<file path="config.mk">
export PLATFORM = sky130hd
export DESIGN_NAME = fetch_decode_top
export DESIGN_NICKNAME = d
export VERILOG_FILES = /design/src/verilog/rv_fetch_pkg.sv /design/src/verilog/fetch_ctrl.sv /design/src/verilog/fetch_decode_top.sv /design/src/verilog/imm_gen.sv /design/src/verilog/instr_decoder.sv /design/src/verilog/pc_unit.sv
export SDC_FILE = /design/constraint.sdc
export NUM_CORES = 1
export LEC_CHECK = 0
export BUFFER_PORTS_ARGS = -buffer_cell sky130_fd_sc_hd__buf_2
export CAP_MARGIN = 20
export CORE_ASPECT_RATIO = 1.2
export CORE_MARGIN = 3
export CORE_UTILIZATION = 35
export DETAILED_ROUTE_END_ITERATION = 8
export SLEW_MARGIN = 0
export SYNTH_ARGS = -nofsm -noshare
export SYNTH_HDL_FRONTEND = slang
export SYNTH_SLANG_ARGS = --single-unit
</file>
<file path="constraint.sdc">
create_clock -name clk -period 23.9 [get_ports clk]
set_input_delay 3.585 -clock clk [delete_from_list [all_inputs] [get_ports clk]]
set_output_delay 3.585 -clock clk [all_outputs]
set_load 0.01 [all_outputs]
</file>
<file path="src/verilog/rv_fetch_pkg.sv">
package rv_fetch_pkg;

  localparam int xlen = 64;
  localparam int ilen = 32;

  localparam logic [xlen-1:0] reset_pc      = 64'h8000_0000;
  localparam logic [2:0]      ar_port_instr = 3'b100; // Instruction access.
  localparam logic [1:0]      resp_okay     = 2'b00;

  // RV64I/M major opcodes.
  localparam logic [6:0] op_lui    = 7'b0110111;
  localparam logic [6:0] op_auipc  = 7'b0010111;
  localparam logic [6:0] op_jal    = 7'b1101111;
  localparam logic [6:0] op_jalr   = 7'b1100111;
  localparam logic [6:0] op_branch = 7'b1100011;
  localparam logic [6:0] op_load   = 7'b0000011;
  localparam logic [6:0] op_store  = 7'b0100011;
  localparam logic [6:0] op_imm    = 7'b0010011;
  localparam logic [6:0] op_imm_w  = 7'b0011011;
  localparam logic [6:0] op_reg    = 7'b0110011;
  localparam logic [6:0] op_reg_w  = 7'b0111011;
  localparam logic [6:0] op_system = 7'b1110011;

  typedef struct packed {
    logic [xlen-1:0] araddr;
    logic [2:0]      arport;
  } fetch_ar_t;

  typedef struct packed {
    logic [xlen-1:0] rdata;
    logic [1:0]      rresp;
  } fetch_r_t;

  typedef enum logic [2:0] {
    fmt_r,
    fmt_i,
    fmt_s,
    fmt_b,
    fmt_u,
    fmt_j,
    fmt_none
  } instr_fmt_e;

  typedef struct packed {
    instr_fmt_e fmt;
    logic       rs1_en;
    logic       rs2_en;
    logic       pc_en;    // Operand A is the pc.
    logic       imm_en;
    logic       lgc_en;
    logic [3:0] lgc_op;
    logic       wlgc_en;
    logic [4:0] wlgc_op;
    logic       mlgc_en;
    logic [2:0] mlgc_op;
    logic       wmlgc_en;
    logic [3:0] wmlgc_op;
    logic       br_en;
    logic [2:0] br_op;
    logic       jal_en;
    logic       jalr_en;
    logic       load_en;
    logic [2:0] load_kind; // Raw funct3.
    logic       store_en;
    logic [1:0] store_kind;
    logic       wb_en;
    logic       wb_load;
    logic       wb_pc;
    logic       wb_alu;
    logic       ebreak;
  } dec_ctrl_t;

endpackage
</file>
<file path="src/verilog/fetch_ctrl.sv">
`timescale 1ns/1ps

module fetch_ctrl
  import rv_fetch_pkg::*;
(
  input  logic            clk,
  input  logic            rstn,
  input  logic [xlen-1:0] pc,
  output logic            arvalid,
  input  logic            arready,
  output fetch_ar_t       ar,
  input  logic            rvalid,
  output logic            rready,
  input  fetch_r_t        r,
  output logic            ar_fire,
  output logic            beat_ok,
  output logic [ilen-1:0] instr
);

  typedef enum logic [1:0] {
    st_idle,
    st_fetch,
    st_exec
  } state_e;

  state_e state;
  state_e state_nxt;

  assign rready  = 1'b1;
  assign ar_fire = arvalid && arready;

  // Error beats are dropped here.
  assign beat_ok = (state == st_exec) && rvalid && rready && (r.rresp == resp_okay);
  assign instr   = beat_ok ? r.rdata[ilen-1:0] : '0;

  always_ff @(posedge clk) begin
    if (!rstn) begin
      state <= st_idle;
    end else begin
      state <= state_nxt;
    end
  end

  always_comb begin
    arvalid   = 1'b0;
    ar        = '0;
    state_nxt = state;
    case (state)
      st_idle: begin
        state_nxt = st_fetch;
      end
      st_fetch: begin
        arvalid   = 1'b1;
        ar.araddr = pc;
        ar.arport = ar_port_instr;
        state_nxt = arready ? st_exec : st_fetch; // Hold until taken.
      end
      st_exec: begin
        if (beat_ok) begin
          // Next request goes out with the beat.
          arvalid   = 1'b1;
          ar.araddr = pc;
          ar.arport = ar_port_instr;
          state_nxt = arready ? st_exec : st_fetch;
        end
      end
      default: begin
        state_nxt = st_idle;
      end
    endcase
  end

endmodule

</file>
<file path="src/verilog/fetch_decode_top.sv">
`timescale 1ns/1ps

module fetch_decode_top
  import rv_fetch_pkg::*;
(
  input  logic            clk,
  input  logic            rstn,
  output logic            arvalid,
  input  logic            arready,
  output fetch_ar_t       ar,
  input  logic            rvalid,
  output logic            rready,
  input  fetch_r_t        r,
  output logic            instr_valid,
  output logic [xlen-1:0] instr_pc,
  output dec_ctrl_t       dec,
  output logic [xlen-1:0] imm
);

  logic [xlen-1:0] pc;
  logic            ar_fire;
  logic            beat_ok;
  logic [ilen-1:0] instr;
  logic [xlen-1:0] imm_raw;

  fetch_ctrl i_fetch_ctrl (
    .clk     (clk),
    .rstn    (rstn),
    .pc      (pc),
    .arvalid (arvalid),
    .arready (arready),
    .ar      (ar),
    .rvalid  (rvalid),
    .rready  (rready),
    .r       (r),
    .ar_fire (ar_fire),
    .beat_ok (beat_ok),
    .instr   (instr)
  );

  pc_unit i_pc_unit (
    .clk     (clk),
    .rstn    (rstn),
    .ar_fire (ar_fire),
    .beat_ok (beat_ok),
    .instr   (instr),
    .imm     (imm_raw),
    .pc      (pc)
  );

  imm_gen i_imm_gen (
    .instr (instr),
    .imm   (imm_raw)
  );

  instr_decoder i_instr_decoder (
    .clk         (clk),
    .rstn        (rstn),
    .beat_ok     (beat_ok),
    .instr       (instr),
    .imm_in      (imm_raw),
    .pc          (pc),
    .instr_valid (instr_valid),
    .instr_pc    (instr_pc),
    .dec         (dec),
    .imm         (imm)
  );

endmodule

</file>
<file path="src/verilog/imm_gen.sv">
`timescale 1ns/1ps

module imm_gen
  import rv_fetch_pkg::*;
(
  input  logic [ilen-1:0] instr,
  output logic [xlen-1:0] imm
);

  logic [6:0] opcode;
  logic       sign;

  assign opcode = instr[6:0];
  assign sign   = instr[31];

  always_comb begin
    case (opcode)
      op_jalr, op_load, op_imm, op_imm_w: begin
        imm = {{(xlen-12){sign}}, instr[31:20]}; // I, shifts keep funct7 bits.
      end
      op_store: begin
        imm = {{(xlen-12){sign}}, instr[31:25], instr[11:7]};
      end
      op_branch: begin
        imm = {{(xlen-13){sign}}, sign, instr[7], instr[30:25],
               instr[11:8], 1'b0};
      end
      op_lui, op_auipc: begin
        imm = {{(xlen-32){sign}}, instr[31:12], 12'b0};
      end
      op_jal: begin
        imm = {{(xlen-21){sign}}, sign, instr[19:12], instr[20],
               instr[30:21], 1'b0};
      end
      default: begin
        imm = '0; // R type and system.
      end
    endcase
  end

endmodule

</file>
<file path="src/verilog/instr_decoder.sv">
`timescale 1ns/1ps

module instr_decoder
  import rv_fetch_pkg::*;
(
  input  logic            clk,
  input  logic            rstn,
  input  logic            beat_ok,
  input  logic [ilen-1:0] instr,
  input  logic [xlen-1:0] imm_in,
  input  logic [xlen-1:0] pc,
  output logic            instr_valid,
  output logic [xlen-1:0] instr_pc,
  output dec_ctrl_t       dec,
  output logic [xlen-1:0] imm
);

  logic [6:0]      opcode;
  logic [2:0]      funct3;
  logic [6:0]      funct7;
  logic            lui_en, auipc_en, jal_en, jalr_en, br_en, load_en, store_en;
  logic            immop_en, immsf_en, wimmop_en, wimmsf_en;
  logic            rsop_en, wrsop_en, mrsop_en, wmrsop_en;
  logic            r_type, i_type, s_type, b_type, u_type, j_type;
  dec_ctrl_t       d;
  logic [xlen-1:0] pc_hold;

  assign opcode = instr[6:0];
  assign funct3 = instr[14:12];
  assign funct7 = instr[31:25];

  assign lui_en   = (opcode == op_lui);
  assign auipc_en = (opcode == op_auipc);
  assign jal_en   = (opcode == op_jal);
  assign jalr_en  = (opcode == op_jalr);
  assign br_en    = (opcode == op_branch);
  assign load_en  = (opcode == op_load);
  assign store_en = (opcode == op_store);

  // funct3 x01 marks a shift.
  assign immop_en  = (opcode == op_imm) && (funct3[1:0] != 2'b01);
  assign immsf_en  = (opcode == op_imm) && (funct3[1:0] == 2'b01);
  assign wimmop_en = (opcode == op_imm_w) && (funct3[1:0] != 2'b01);
  assign wimmsf_en = (opcode == op_imm_w) && (funct3[1:0] == 2'b01);
  assign rsop_en   = (opcode == op_reg) && !funct7[0];
  assign wrsop_en  = (opcode == op_reg_w) && !funct7[0];
  assign mrsop_en  = (opcode == op_reg) && funct7[0]; // M extension.
  assign wmrsop_en = (opcode == op_reg_w) && funct7[0];

  assign r_type = rsop_en | wrsop_en | mrsop_en | wmrsop_en;
  assign i_type = jalr_en | load_en | immop_en | immsf_en | wimmop_en | wimmsf_en;
  assign s_type = store_en;
  assign b_type = br_en;
  assign u_type = lui_en | auipc_en;
  assign j_type = jal_en;

  always_comb begin
    d = '0;
    if (r_type) begin
      d.fmt = fmt_r;
    end else if (i_type) begin
      d.fmt = fmt_i;
    end else if (s_type) begin
      d.fmt = fmt_s;
    end else if (b_type) begin
      d.fmt = fmt_b;
    end else if (u_type) begin
      d.fmt = fmt_u;
    end else if (j_type) begin
      d.fmt = fmt_j;
    end else begin
      d.fmt = fmt_none;
    end
    d.rs1_en   = i_type | r_type | s_type | b_type;
    d.rs2_en   = r_type | b_type;
    d.pc_en    = auipc_en | jal_en;
    d.imm_en   = i_type | s_type | u_type | j_type;
    d.lgc_en   = immop_en | rsop_en | immsf_en | auipc_en | lui_en |
                 jalr_en | jal_en | load_en | store_en; // Address adds too.
    d.lgc_op   = ({4{lui_en}} & 4'b1111) |
                 ({4{rsop_en | immsf_en}} & {instr[30], funct3}) |
                 ({4{immop_en}} & {1'b0, funct3});
    d.wlgc_en  = wimmop_en | wimmsf_en | wrsop_en;
    d.wlgc_op  = ({5{wimmop_en}} & {2'b10, funct3}) |
                 ({5{wimmsf_en | wrsop_en}} & {1'b1, instr[30], funct3});
    d.mlgc_en  = mrsop_en;
    d.mlgc_op  = {3{mrsop_en}} & funct3;
    d.wmlgc_en = wmrsop_en;
    d.wmlgc_op = {4{wmrsop_en}} & {1'b1, funct3};
    d.br_en    = br_en;
    d.br_op    = {3{br_en}} & funct3;
    d.jal_en   = jal_en;
    d.jalr_en  = jalr_en;
    d.load_en    = load_en;
    d.load_kind  = {3{load_en}} & funct3;
    d.store_en   = store_en;
    d.store_kind = {2{store_en}} & funct3[1:0];
    d.wb_load  = load_en;
    d.wb_pc    = jal_en | jalr_en; // Link value.
    d.wb_alu   = auipc_en | lui_en | rsop_en | immop_en | immsf_en |
                 wimmop_en | wimmsf_en | wrsop_en | mrsop_en | wmrsop_en;
    d.wb_en    = d.wb_load | d.wb_pc | d.wb_alu;
    d.ebreak   = (opcode == op_system) && (funct7 == 7'b0) && (instr[24:20] == 5'd1);
  end

  always_ff @(posedge clk) begin
    if (!rstn) begin
      instr_valid <= 1'b0;
      dec         <= '0;
      dec.fmt     <= fmt_none;
    end else begin
      instr_valid <= beat_ok;
      if (beat_ok) begin
        dec <= d;
      end
    end
  end

  // pc already moves on in the beat cycle, so keep the one before.
  always_ff @(posedge clk) begin
    pc_hold <= pc;
    if (beat_ok) begin
      imm      <= imm_in;
      instr_pc <= pc_hold;
    end
  end

endmodule

</file>
<file path="src/verilog/pc_unit.sv">
`timescale 1ns/1ps

module pc_unit
  import rv_fetch_pkg::*;
(
  input  logic            clk,
  input  logic            rstn,
  input  logic            ar_fire,
  input  logic            beat_ok,
  input  logic [ilen-1:0] instr,
  input  logic [xlen-1:0] imm,
  output logic [xlen-1:0] pc
);

  logic [xlen-1:0] pc_q;
  logic [xlen-1:0] fetch_pc_q;
  logic [xlen-1:0] next_pc;
  logic            is_jal;

  assign is_jal = (instr[6:0] == op_jal);

  // jalr and branches fall through.
  assign next_pc = is_jal ? fetch_pc_q + imm : fetch_pc_q + xlen'(4);
  assign pc      = beat_ok ? next_pc : pc_q;

  always_ff @(posedge clk) begin
    if (!rstn) begin
      pc_q <= reset_pc;
    end else if (beat_ok) begin
      pc_q <= next_pc;
    end
  end

  // Address of the request in flight.
  always_ff @(posedge clk) begin
    if (ar_fire) begin
      fetch_pc_q <= pc;
    end
  end

endmodule

</file>
==> Word level (Yosys, flattened, before mapping) <==
Index checks and enable logic that the tools add are counted.
Widths: inputs -> output; s select.
{ "word_totals": {"regBits": 367, "latchBits": 0, "ram_bits": 0, "mem_bits_ro": 0, "inputBits": 70, "output_inout_bits": 243, "elab_cells": 140, "mem_count": 0} }
{ "op_classes": {"n_addsub": 2, "multipliers": 0, "n_div": 0, "order_cmp": 0, "eq_ne": 18, "n_shift": 0, "muxes": 17, "bitwise_logic": 52, "reduce_logical": 19} }
{ "op_table": {"columns": ["op", "count"], "rows": [
  ["$pmux 64 s5", 1],
  ["$pmux 67 s2", 1],
  ["$mux 64", 2],
  ["$mux 67", 1],
  ["$add 64x3->64 const B", 1],
  ["$add 64x64->64", 1],
  ["$or 1x1->1", 40],
  ["$mux 32", 1],
  ["$eq 7x6->1 const B", 4],
  ["$eq 7x7->1 const B", 4],
  ["$eq 7x5->1 const B", 3],
  ["$mux 3", 5],
  ["$logic_and 1x1->1", 13],
  ["$and 5x5->5", 2],
  ["$and 3x3->3", 3],
  ["$and 4x4->4", 2],
  ["$or 4x4->4", 2],
  ["$eq 7x2->1 const B", 1],
  ["$logic_not 7->1", 1],
  ["$mux 2", 3],
  ["$pmux 2 s3", 1],
  ["$eq 5x1->1 const B", 1],
  ["$or 5x5->5", 1],
  ["$and 4x3->4", 1],
  ["10 further kinds", 13]
]} }

==> Logic depth before layout (Yosys ltp) <==
Gate-level depths: netlist of run 1.
{ "depth": {"depth_word": 15, "mapped_depth": 23, "depth_no_buf": 22} }

==> By module <==
From an unflattened synthesis of run 1, not the netlist that was laid out.
{ "unflattened": {"cells_unflattened": 1933, "area_unflattened_um2": 19267.2} }
{ "by_module_without_submodules": {"columns": ["module", "instances", "cells_per_inst", "area_each_um2", "seq_area_each_um2"], "rows": [
  ["pc_unit", 1, 1274, 10339.9, 3203.1],
  ["instr_decoder", 1, 420, 7203.2, 6005.8],
  ["fetch_ctrl", 1, 133, 909.6, 40.0],
  ["imm_gen", 1, 106, 814.5, 0.0]
]} }

==> Worst setup path before layout of run 1 <==
OpenSTA, ideal clock, no wires.
{ "synth_timing": {"path_type": "input-to-output", "startpoint": "input port r[0] in the netlist's numbering", "endpoint": "output port ar[66] in the netlist's numbering", "t_arrival_ns": 8.830, "required_ns": 20.315, "setup_slack_ns": 11.485, "stages": 19, "path_buffers": 2, "path_cell_list": "nand4bb_1 -> inv_1 -> nand3_1 -> buf_2 -> a2111oi_0 -> nor2_1 -> a21oi_1 -> ha_1 -> buf_2 -> a21oi_1 -> o21ai_0 -> a221oi_1 -> o221ai_1 -> a21oi_2 -> o31a_1 -> o2111ai_1 -> xor2_1 -> mux2_2 -> and2_1"} }
{ "synth_lines": {"columns": ["element", "line_no", "source"], "rows": [
  ["start: declaration", "fetch_decode_top.sv:13", "input fetch_r_t r,"],
  ["end: declaration", "fetch_decode_top.sv:10", "output fetch_ar_t ar,"]
]} }

==> impl_metrics.yaml, run 1 <==
run_status:
  outcome: "completed"
setup_path:
  critical_path.slowest_cell: "a2111oi_0"
  worstPathMaxFanout: 81
  endpoint_kind: "output port"
  worst_setup_path_start_kind: "input port"
  r2r_slack_ns: 15.88
  slowest_delay_ns: 1.08
  critPathBufInv: 6
  critPathKind: "in2out"
  required_ns: 20.32
  crit_chain: "buf_2, nand4bb_4, buf_4, inv_6, nand3_1, a2111oi_0, nor2_1, a21oi_2, buf_4, ha_1, nand4_1, nor4_1, inv_1, o221ai_1, a21oi_2, o31ai_1, a21oi_1, xor2_1, a21oi_1, and2_1, buf_2"
  arrival_ns: 10.83
  critPathTopFamily: "compound AO/OA/AOI/OAI gates"
power_and_ir_drop:
  comb_power_share: 0.069
  peakVddDrop_mv: 0.0383
  power.share.clock: 0.445
  p_leak_nw: 8.75
  p_switching_mw: 0.313
  swShare: 0.245
  power_frac_seq: 0.485
  intPower_mw: 0.966
  power_density_nw_per_um2: 63.9
logic_synthesis:
  synth_edf_count: 160
  syn_inst: 1797
  synthFlopType: "dfxtp_1"
  syn_area_sq_um: 17200
  ys_ff_latch: 334
  ys_warn_count: 0
  ys_seq_area_frac: 0.482
  synth.distinct_cells: 95
  synth_area_per_cell_sq_um: 9.57
  synthArstFlopShare: 0
finish:
  area_delta_synth_final_pct: 16.4
  drive_above_1_share: 0.200
  multi_input_area_sq_um: 7950
  regArea_sq_um: 8290
  final_nets: 2132
  fillers: 4767
  utilization: 0.414
die:
  die_h_um: 249
  die_w_um: 208
  start_util: 0.356
  num_rows: 88
  io_pins: 313
  die_area_sq_um: 51800
  core_area_sq_um: 48300
global_route:
  grt_pass1_wl_um: 83800
  grt_pass1_vias: 13946
  grt_use_total: 0.206
  antenna_found_initial: 3
  overflow: 0
  grt_max_degree: 82
detailed_routing:
  drtIter0Drc: 909
  wl_per_cell_um: 21.1
  wirelength_um: 56000
  first_pass_iters: 6
  top_layer: "met4"
  vias: 14220
  ant_nets: 0
  wl_met1_um: 23700
  viasPerCell: 5.36
  drc: 0
  wl_met3_um: 2670
  wl_met2_um: 27500
timing:
  drv_slew: 0
  skew_ns: 0.0401
  slew_headroom: 0.253
  worst_pin_slew_ns: 1.09
  fmax_mhz: 69.4
  hold_viol: 0
  grt_setup_unrepaired: "no"
  period_share: 0.603
  setup_violations: 0
  finalSetupTns_ns: 0
  min_period_ns: 14.42
clock_tree:
  clockBufferDepth: 3
  cts_hold_buf: 0
  clkTransAtPathRegs_ns: 0.06
  cts_buffers: 36
  cts_resized: 0
  h-tree-depth: 2
  clk_latency_ns: 0.56
  cts_root_buf: "clkbuf_16"
  cts_tree: "yes"
  cts_sinks: 334
  cts_setup_buffers: 0
min_path:
  holdCritPathClass: "reg2reg"
job:
  cap_violations: 0
placement:
  io_buffer_count: 277
  dp_hpwl_um: 40600
  gp_congestion: 0.915
-- stage by stage --
| step | cells | setup WS [ns] | power [mW] | hold slack [ns] | cell area (sq um) |
|---|---|---|---|---|---|
| 4_1_cts | 2651 | 9.41 | 1.29 | 0.396 | 20000 |
| 5_1_grt | 2653 | 8.85 | 1.33 | 0.407 | 20000 |
| 6_report | 2654 | 9.48 | 1.28 | 0.397 | 20000 |
| 3_5_place_dp | 2585 | 9.45 | 0.721 | 0.389 | 18800 |
| 2_1_floorplan | 1798 | 11.48 | 0.689 | 0.386 | 17200 |
| 3_3_place_gp | 2585 | 9.47 | 0.720 | 0.388 | 18800 |
-- path summary, 6_finish.rpt --
| kind | cells after the start | endpoint | startpoint |
|---|---|---|---|
| setup / recovery | 21 | ar[62] | r[0] |
| hold reg to reg | 0 | i_instr_decoder.instr_pc[23] | i_instr_decoder.pc_hold[23] |
| setup reg to reg | 23 | i_pc_unit.fetch_pc_q[32] | i_fetch_ctrl.state[0] |
| hold / removal | 0 | i_instr_decoder.instr_pc[23] | i_instr_decoder.pc_hold[23] |
-- worst register-to-register path, cell delays in order, from the launching register on --
cell       delay (ns)
dfxtp_1          0.34
inv_1            0.09
ha_1             0.37
nand4bb_4        0.13
buf_4            0.34
inv_6            0.68
nand3_1          0.52
or3_1            0.60
nor3b_2          0.50
and2_0           0.40
a22o_1           0.25
ha_1             0.24
inv_1            0.07
fa_1             0.41
nor2b_1          0.17
o2111ai_1        0.19
a211oi_1         0.54
o21bai_1         0.18
a21boi_1         0.37
nor2_1           0.24
o21ai_0          0.49
xor2_1           0.17
a21oi_1          0.35
inv_1            0.11
-- state kept, by name (all words and copies together) (netlist names) --
register                     flops
i_fetch_ctrl.state               2
i_instr_decoder.instr_pc        64
i_pc_unit.fetch_pc_q            64
i_instr_decoder.dec             43
i_pc_unit.pc_q                  64
i_instr_decoder.imm             32
i_instr_decoder.pc_hold         64
i_instr_decoder.instr_valid      1
-- power groups by stage --
stage	registers [mW]	clock network, mW	logic (mW)
after CTS	0.620	0.585	0.0892
final	0.620	0.569	0.0889
after detailed placement	0.633	0	0.0885
after global routing	0.622	0.606	0.0972
after global placement	0.633	0	0.0873
after floorplan	0.631	0	0.0582
-- layout make-up --
type | count | area share
clock buffers | 44 | 0.0491
repair buffers | 291 | 0.0745
inverters | 71 | 0.0136
diodes | 3 | 0.000375
clock inverters | 22 | 0.0114
multi-input cells | 1259 | 0.397
well taps | 630 | 0.0394
flip-flops and latches | 334 | 0.414
-- cell usage in the layout (no fill, tap or decap), types with 10 or more instances in the layout --
master     Yosys  final
xor2_1        49     49
buf_4         38     14
nor2_1       220    218
xnor2_1       60     60
and2_1        44     44
o21ai_0       64     64
a211oi_1      17     17
o21ai_1       10     10
a21o_1        51     51
and3_1        15     15
o221ai_1      10     10
dfxtp_1      174    174
a221oi_1      11     11
ha_1          68     68
buf_2         16    277
nand3_1       39     39
a22oi_1       27     27
nand2_1      155    155
a21oi_1      144    143
nand4_1       37     37
inv_1         70     69
o21a_1        10     10
a31oi_1       16     16
nor3_1        32     32
edfxtp_1     160    160
clkbuf_16      0     37
-- routing by layer --
metal / vias to the layer above / GRT usage
met1: 6873 / 0.260
li1: 6782 / -
met4: 0 / 0.0806
met3: 111 / 0.0273
met2: 454 / 0.359
met5: - / 0
-- kinds of logic after synthesis --
| group | after synthesis | synth area share |
|---|---|---|
| fa+ha+maj | 69 | 0.0507 |
| compound gates | 454 | 0.175 |
| mux | 6 | 0.00357 |
| simple gates | 618 | 0.174 |
| flops | 334 | 0.482 |
| other cells | 2 | 0.000437 |
| buf+inv | 205 | 0.0587 |
| xor+xnor | 109 | 0.0555 |
-- synth_stat cells, types with 27 or more instances --
library cell,number,area [sq um]
a22oi_1,27,203
nand4_1,37,231
a21o_1,51,383
edfxtp_1,160,4800
nor2_1,220,826
dfxtp_1,174,3480
a21oi_1,144,721
xor2_1,49,429
and2_1,44,275
clkbuf_1,66,248
inv_1,70,263
nor3_1,32,160
nand3_1,39,195
nand2_1,155,582
xnor2_1,60,526
ha_1,68,851
buf_4,38,285
o21ai_0,64,320
(Power assumes the default switching activity.)
==> run 2: changes to the inputs <==
- ABC_AREA: unset -> 1
- clock period: 23.9 -> 14.9 ns (I/O delays scaled with it)
==> run 2 against run 1 <==
Critical path depth up 5. Largest power group unchanged. Die area increased by 12%. Wire length increased by 32%. Worst hold slack worse by 0.0024 ns. Largest cell class is now multi-input gates. Clock power rose by 59%. Total power rose by 79%. Clock skew down 0.0063 ns. Via count grew 28%. Global-route usage grew 4.4 points. Combinational power grew to 3.5 times the previous value.
==> impl_metrics.yaml, run 2 <==
detailed_routing:
  ant_nets: 0
  wl_per_cell_um: 20.5
  first_pass_iters: 5
  drc: 0
  vias: 18134
  drtIter0Drc: 1198
  viasPerCell: 5.03
  wirelength_um: 74100
timing:
  finalSetupTns_ns: 0
  setup_violations: 0
  min_period_ns: 10.37
  hold_viol: 0
  drv_slew: 0
  worst_pin_slew_ns: 0.990
  grt_setup_unrepaired: "no"
  period_share: 0.696
  fmax_mhz: 96.4
  slew_headroom: 0.340
  worst_slack_ns: 4.53
  skew_ns: 0.0338
power_and_ir_drop:
  swShare: 0.290
  intPower_mw: 1.63
  peakVddDrop_mv: 0.0908
  p_switching_mw: 0.664
  p_leak_nw: 10.4
  finalPower_mw: 2.29
  power_density_nw_per_um2: 103
  comb_power_share: 0.136
  power_frac_seq: 0.470
  power.share.clock: 0.394
logic_synthesis:
  synth_edf_count: 160
  synth_commonest_cells: "729 x nand2_1, 335 x inv_1, 322 x nor2_1"
  synth_top_area_frac: 0.249
  netlist_top_cells_area: "edfxtp_1 25%, dfxtp_1 18%, nand2_1 14%, inv_1 6.5%, nor2_1 6.3%"
  synthFlopType: "dfxtp_1"
  ys_seq_area_frac: 0.430
  synth_most_common_cell: "nand2_1"
  synth.distinct_cells: 59
  syn_inst: 2634
  synth_area_leader_cell: "edfxtp_1"
  syn_area_sq_um: 19300
  ys_warn_count: 0
  synth_area_per_cell_sq_um: 7.32
  ys_ff_latch: 334
  synthArstFlopShare: 0
placement:
  dpl_worst_slack_ns: 4.49
  gp_congestion: 0.987
  dpl_cell_area_sq_um: 21100
  dp_hpwl_um: 59700
  io_buffer_count: 277
setup_path:
  required_ns: 12.66
  r2r_slack_ns: 8.50
  slowest_delay_ns: 0.64
  worstPathMaxFanout: 78
  worst_setup_path_start_kind: "input port"
  critPathKind: "in2out"
  endpoint_kind: "output port"
  critical_path.slowest_cell: "clkinv_4"
  cp_common_cell: "nand2_1"
  arrival_ns: 8.14
  rr_worst_depth: 28
  r2r-end: "i_pc_unit.fetch_pc_q[60]"
  r2r_start: "i_fetch_ctrl.state[0]"
min_path:
  min_path_cells: 0
  hold_end: "i_instr_decoder.instr_pc[20]"
  holdCritPathClass: "reg2reg"
  hp-start: "i_instr_decoder.pc_hold[20]"
clock_tree:
  cts_tree: "yes"
  h-tree-depth: 2
  clockBufferDepth: 3
  cts_resized: 0
  clk_latency_ns: 0.56
  cts_buffers: 35
  cts_hold_buf: 0
  cts_sinks: 334
  cts_root_buf: "clkbuf_16"
  clkTransAtPathRegs_ns: 0.07
  cts_setup_buffers: 0
die:
  die_w_um: 220
  start_util: 0.356
  core_area_sq_um: 54100
  num_rows: 93
  die_h_um: 263
  io_pins: 313
  die_area_sq_um: 58000
finish:
  layout.cells.most_common: "nand2_1"
  area_delta_synth_final_pct: 15.6
  final_nets: 3006
  diodes: 0
  layout_common_cells: "729 x nand2_1, 334 x inv_1, 321 x nor2_1, 277 x buf_2, 234 x a21oi_1"
  design_area_sq_um: 22300
  drive_above_1_share: 0.141
global_route:
  overflow: 0
  grt_pass1_wl_um: 109000
  grt_max_degree: 79
  antenna_found_initial: 1
  grt_pass1_vias: 17547
  grt_use_total: 0.250
job:
  cap_violations: 0
run_status:
  outcome: "completed"
## run 2: cell types whose count changed after synthesis, moves of 16 or more
cell,before,now
a21oi_1,144,234
xnor2_1,60,15
nor2_1,220,322
nand3_1,39,146
a21o_1,51,0
a22oi_1,27,0
nand2_1,155,729
clkbuf_1,66,29
and2_1,44,8
a211oi_1,17,1
inv_1,70,335
## run 2: routing by layer
| layer | global-route usage | vias to the layer above | share of wire |
|---|---|---|---|
| met4 | 0.0949 | 2 | 0.041 |
| met3 | 0.0411 | 121 | 0.055 |
| li1 | - | 9028 | - |
| met1 | 0.295 | 8427 | 0.39 |
| met2 | 0.450 | 556 | 0.51 |
| met5 | 0 | - | 0.00018 |
## run 2: worst max path at each step
| stage | startpoint | end | slack (ns) | cells past startpoint |
|---|---|---|---|---|
| floorplan | r[1] | ar[27] | 4.60 | 23 |
| global placement | rvalid | ar[66] | 4.50 | 26 |
| detailed placement | rvalid | ar[66] | 4.49 | 26 |
| CTS | rvalid | ar[66] | 4.48 | 26 |
| global route | rvalid | ar[66] | 3.98 | 26 |
| finish | rvalid | ar[66] | 4.53 | 26 |
## run 2: final cells by class
| cell class | instances | area (sq um) |
|---|---|---|
| Fill cell | 5803 | 31800 |
| Clock inverter | 21 | 243 |
| Sequential cell | 334 | 8290 |
| Clock buffer | 42 | 942 |
| Inverter | 351 | 1330 |
| Multi-Input combinational cell | 1858 | 9140 |
| Timing Repair Buffer | 287 | 1460 |
| Tap cell | 712 | 891 |
## run 2: worst max-delay path: cells and delay by family
kind | cells | cell delay (ns)
buf+inv | 6 | 1.20
compound gates | 6 | 2.16
fa+ha+maj | 1 | 0.50
simple gates | 13 | 1.98
## run 2: through the flow
| stage | instances | hold WS [ns] | utilization |
|---|---|---|---|
| 6_report | 3605 | 0.395 | 0.412 |
| 5_1_grt | 3605 | 0.401 | 0.412 |
| 4_1_cts | 3605 | 0.382 | 0.412 |
| 3_5_place_dp | 3542 | 0.389 | 0.390 |
| 3_3_place_gp | 3542 | 0.387 | 0.390 |
| 2_1_floorplan | 2635 | 0.386 | - |
## run 2: cells by family after synthesis
group,Yosys count,share of synthesized area
compound gates,395,0.113
simple gates,1338,0.290
buf+inv,443,0.0972
other cells,2,0.000389
xor+xnor,53,0.0241
fa+ha+maj,69,0.0452
flops,334,0.430
## run 2: power groups by stage
stage                     Clock [mW]  Combinational (mW)  Sequential (mW)
final                          0.903               0.312             1.08
after floorplan                    0               0.208             1.07
after global placement             0               0.312             1.10
after CTS                      0.928               0.313             1.08
after global routing           0.960               0.348             1.08
after detailed placement           0               0.313             1.10
==> run 3: changes to the inputs <==
- ABC_AREA: 1 -> 0
- clock period: 14.9 -> 8.81 ns (I/O delays scaled with it)
==> run 3 against run 2 <==
Combinational power fell by 23%. Clock skew decreased by 0.0097 ns. Count of clock-buffer cells in the layout up 4. Worst hold slack better by 0.0038 ns. Register-to-register slack worse by 6.0 ns. First-iteration DRC count fell by 28%. Non-clock buffer count increased by 13. Largest cell class is now registers. Highest routed layer is now met4. Via count shrank 21%. Wire length decreased by 24%.
==> impl_metrics.yaml, run 3 (synthesized netlist as in run 1, its figures left out) <==
timing:
  min_period_ns: 8.35
  hold_viol: 0
  finalSetupTns_ns: 0
  skew_ns: 0.0241
  drv_slew: 0
  worst_pin_slew_ns: 0.968
  fmax_mhz: 120
  slew_headroom: 0.354
  period_share: 0.947
  setup_violations: 0
  grt_setup_unrepaired: "no"
detailed_routing:
  viasPerCell: 5.38
  drtIter0Drc: 868
  wirelength_um: 56100
  wl_per_cell_um: 21.1
  first_pass_iters: 5
  drc: 0
  ant_nets: 0
  vias: 14343
clock_tree:
  cts_hold_buf: 0
  h-tree-depth: 2
  clkTransAtPathRegs_ns: 0.06
  cts_setup_buffers: 0
  clk_latency_ns: 0.56
  cts_root_buf: "clkbuf_16"
  cts_sinks: 334
  cts_tree: "yes"
  clockBufferDepth: 3
  cts_resized: 0
  cts_buffers: 37
job:
  cap_violations: 0
setup_path:
  critPathKind: "in2out"
  arrival_ns: 7.02
  required_ns: 7.49
  worstPathMaxFanout: 10
  endpoint_kind: "output port"
  worst_setup_path_start_kind: "input port"
power_and_ir_drop:
  peakVddDrop_mv: 0.120
  power.share.clock: 0.462
  finalPower_mw: 3.58
  comb_power_share: 0.067
  power_frac_seq: 0.471
  swShare: 0.239
  power_density_nw_per_um2: 177
  p_leak_nw: 8.86
  p_switching_mw: 0.854
  intPower_mw: 2.72
die:
  die_area_sq_um: 51800
  num_rows: 88
  die_w_um: 208
  io_pins: 313
  die_h_um: 249
  start_util: 0.356
  core_area_sq_um: 48300
min_path:
  holdCritPathClass: "reg2reg"
finish:
  layout_common_cells: "277 x buf_2, 218 x nor2_1, 174 x dfxtp_1, 160 x edfxtp_1, 154 x nand2_1"
  layout.cells.most_common: "buf_2"
  drive_above_1_share: 0.206
  area_delta_synth_final_pct: 17.3
  finalNonFillerCells: 2665
  final_nets: 2142
placement:
  io_buffer_count: 277
  gp_congestion: 0.901
  dp_hpwl_um: 41100
  numPlacedInstances: 2594
global_route:
  grt_pass1_vias: 13903
  antenna_found_initial: 3
  overflow: 0
  grt_pass1_wl_um: 84900
  grt_max_degree: 62
  grt_use_total: 0.209
run_status:
  outcome: "completed"
## run 3: cell count changes in the layout (fill, tap and decap cells not counted), sizes merged, moves of 22 or more
| cell | delta |
|---|---|
| nand3 | -110 |
| xnor2 | +45 |
| inv | -278 |
| o21ai | -23 |
| and2 | +38 |
| a21oi | -89 |
| nand2 | -576 |
| nor2 | -113 |
| a21o | +51 |
| a22oi | +22 |
## run 3: metrics by stage
step / worst slack, ns / cell area [sq um] / util / hold WS [ns]
global route: 0.0517 / 20200 / 0.417 / 0.408
detailed placement: 0.589 / 18900 / 0.390 / 0.389
floorplan: 0.491 / 17200 / - / 0.386
CTS: 0.558 / 20200 / 0.417 / 0.402
finish: 0.464 / 20200 / 0.417 / 0.399
global placement: 0.656 / 18900 / 0.390 / 0.389
## run 3: path summary, 6_finish.rpt
path | start | slack (ns) | cells after the start | to
max | r[0] | 0.46 | 21 | ar[66]
min | i_instr_decoder.pc_hold[60] | 0.40 | 0 | i_instr_decoder.instr_pc[60]
min reg2reg | i_instr_decoder.pc_hold[60] | 0.40 | 0 | i_instr_decoder.instr_pc[60]
max reg2reg | i_fetch_ctrl.state[0] | 2.51 | 21 | i_pc_unit.pc_q[63]
## run 3: layer usage
layer,vias to the layer above,global-route usage,part of all wire
met5,-,0,0
met4,0,0.0790,0.039
met3,120,0.0310,0.049
met2,421,0.361,0.49
met1,6969,0.264,0.42
li1,6833,-,-
## run 3: worst max-delay path, cell delays in order
cell,delay [ns]
buf_2,0.10
nand4bb_4,0.24
inv_6,0.07
nand3_1,0.17
buf_4,0.23
a2111oi_0,0.77
nor2_1,0.40
nor2_2,0.39
a21o_1,0.25
ha_1,0.33
a21oi_1,0.26
o211ai_1,0.14
a21boi_0,0.42
o221ai_1,0.27
a21oi_2,0.26
o31a_1,0.23
o2111ai_1,0.29
xor2_1,0.23
mux2_2,0.32
and2_1,0.16
buf_2,0.14
## run 3: layout make-up
type                       instances  area (sq um)
inverter                          71           272
multi-input combinational       1259          7950
timing repair buffer             300          1560
fill                            4771         28200
tap                              630           788
clock inverter                    22           264
clock buffer                      46          1040
sequential                       334          8290
antenna                            3          7.51
## run 3: power groups by stage
stage          Combinational, mW  Sequential (mW)  Clock (mW)
2_1_floorplan              0.158             1.71           0
3_3_place_gp               0.238             1.72           0
3_5_place_dp               0.239             1.72           0
4_1_cts                    0.240             1.68        1.69
5_1_grt                    0.263             1.69        1.76
6_report                   0.240             1.68        1.65
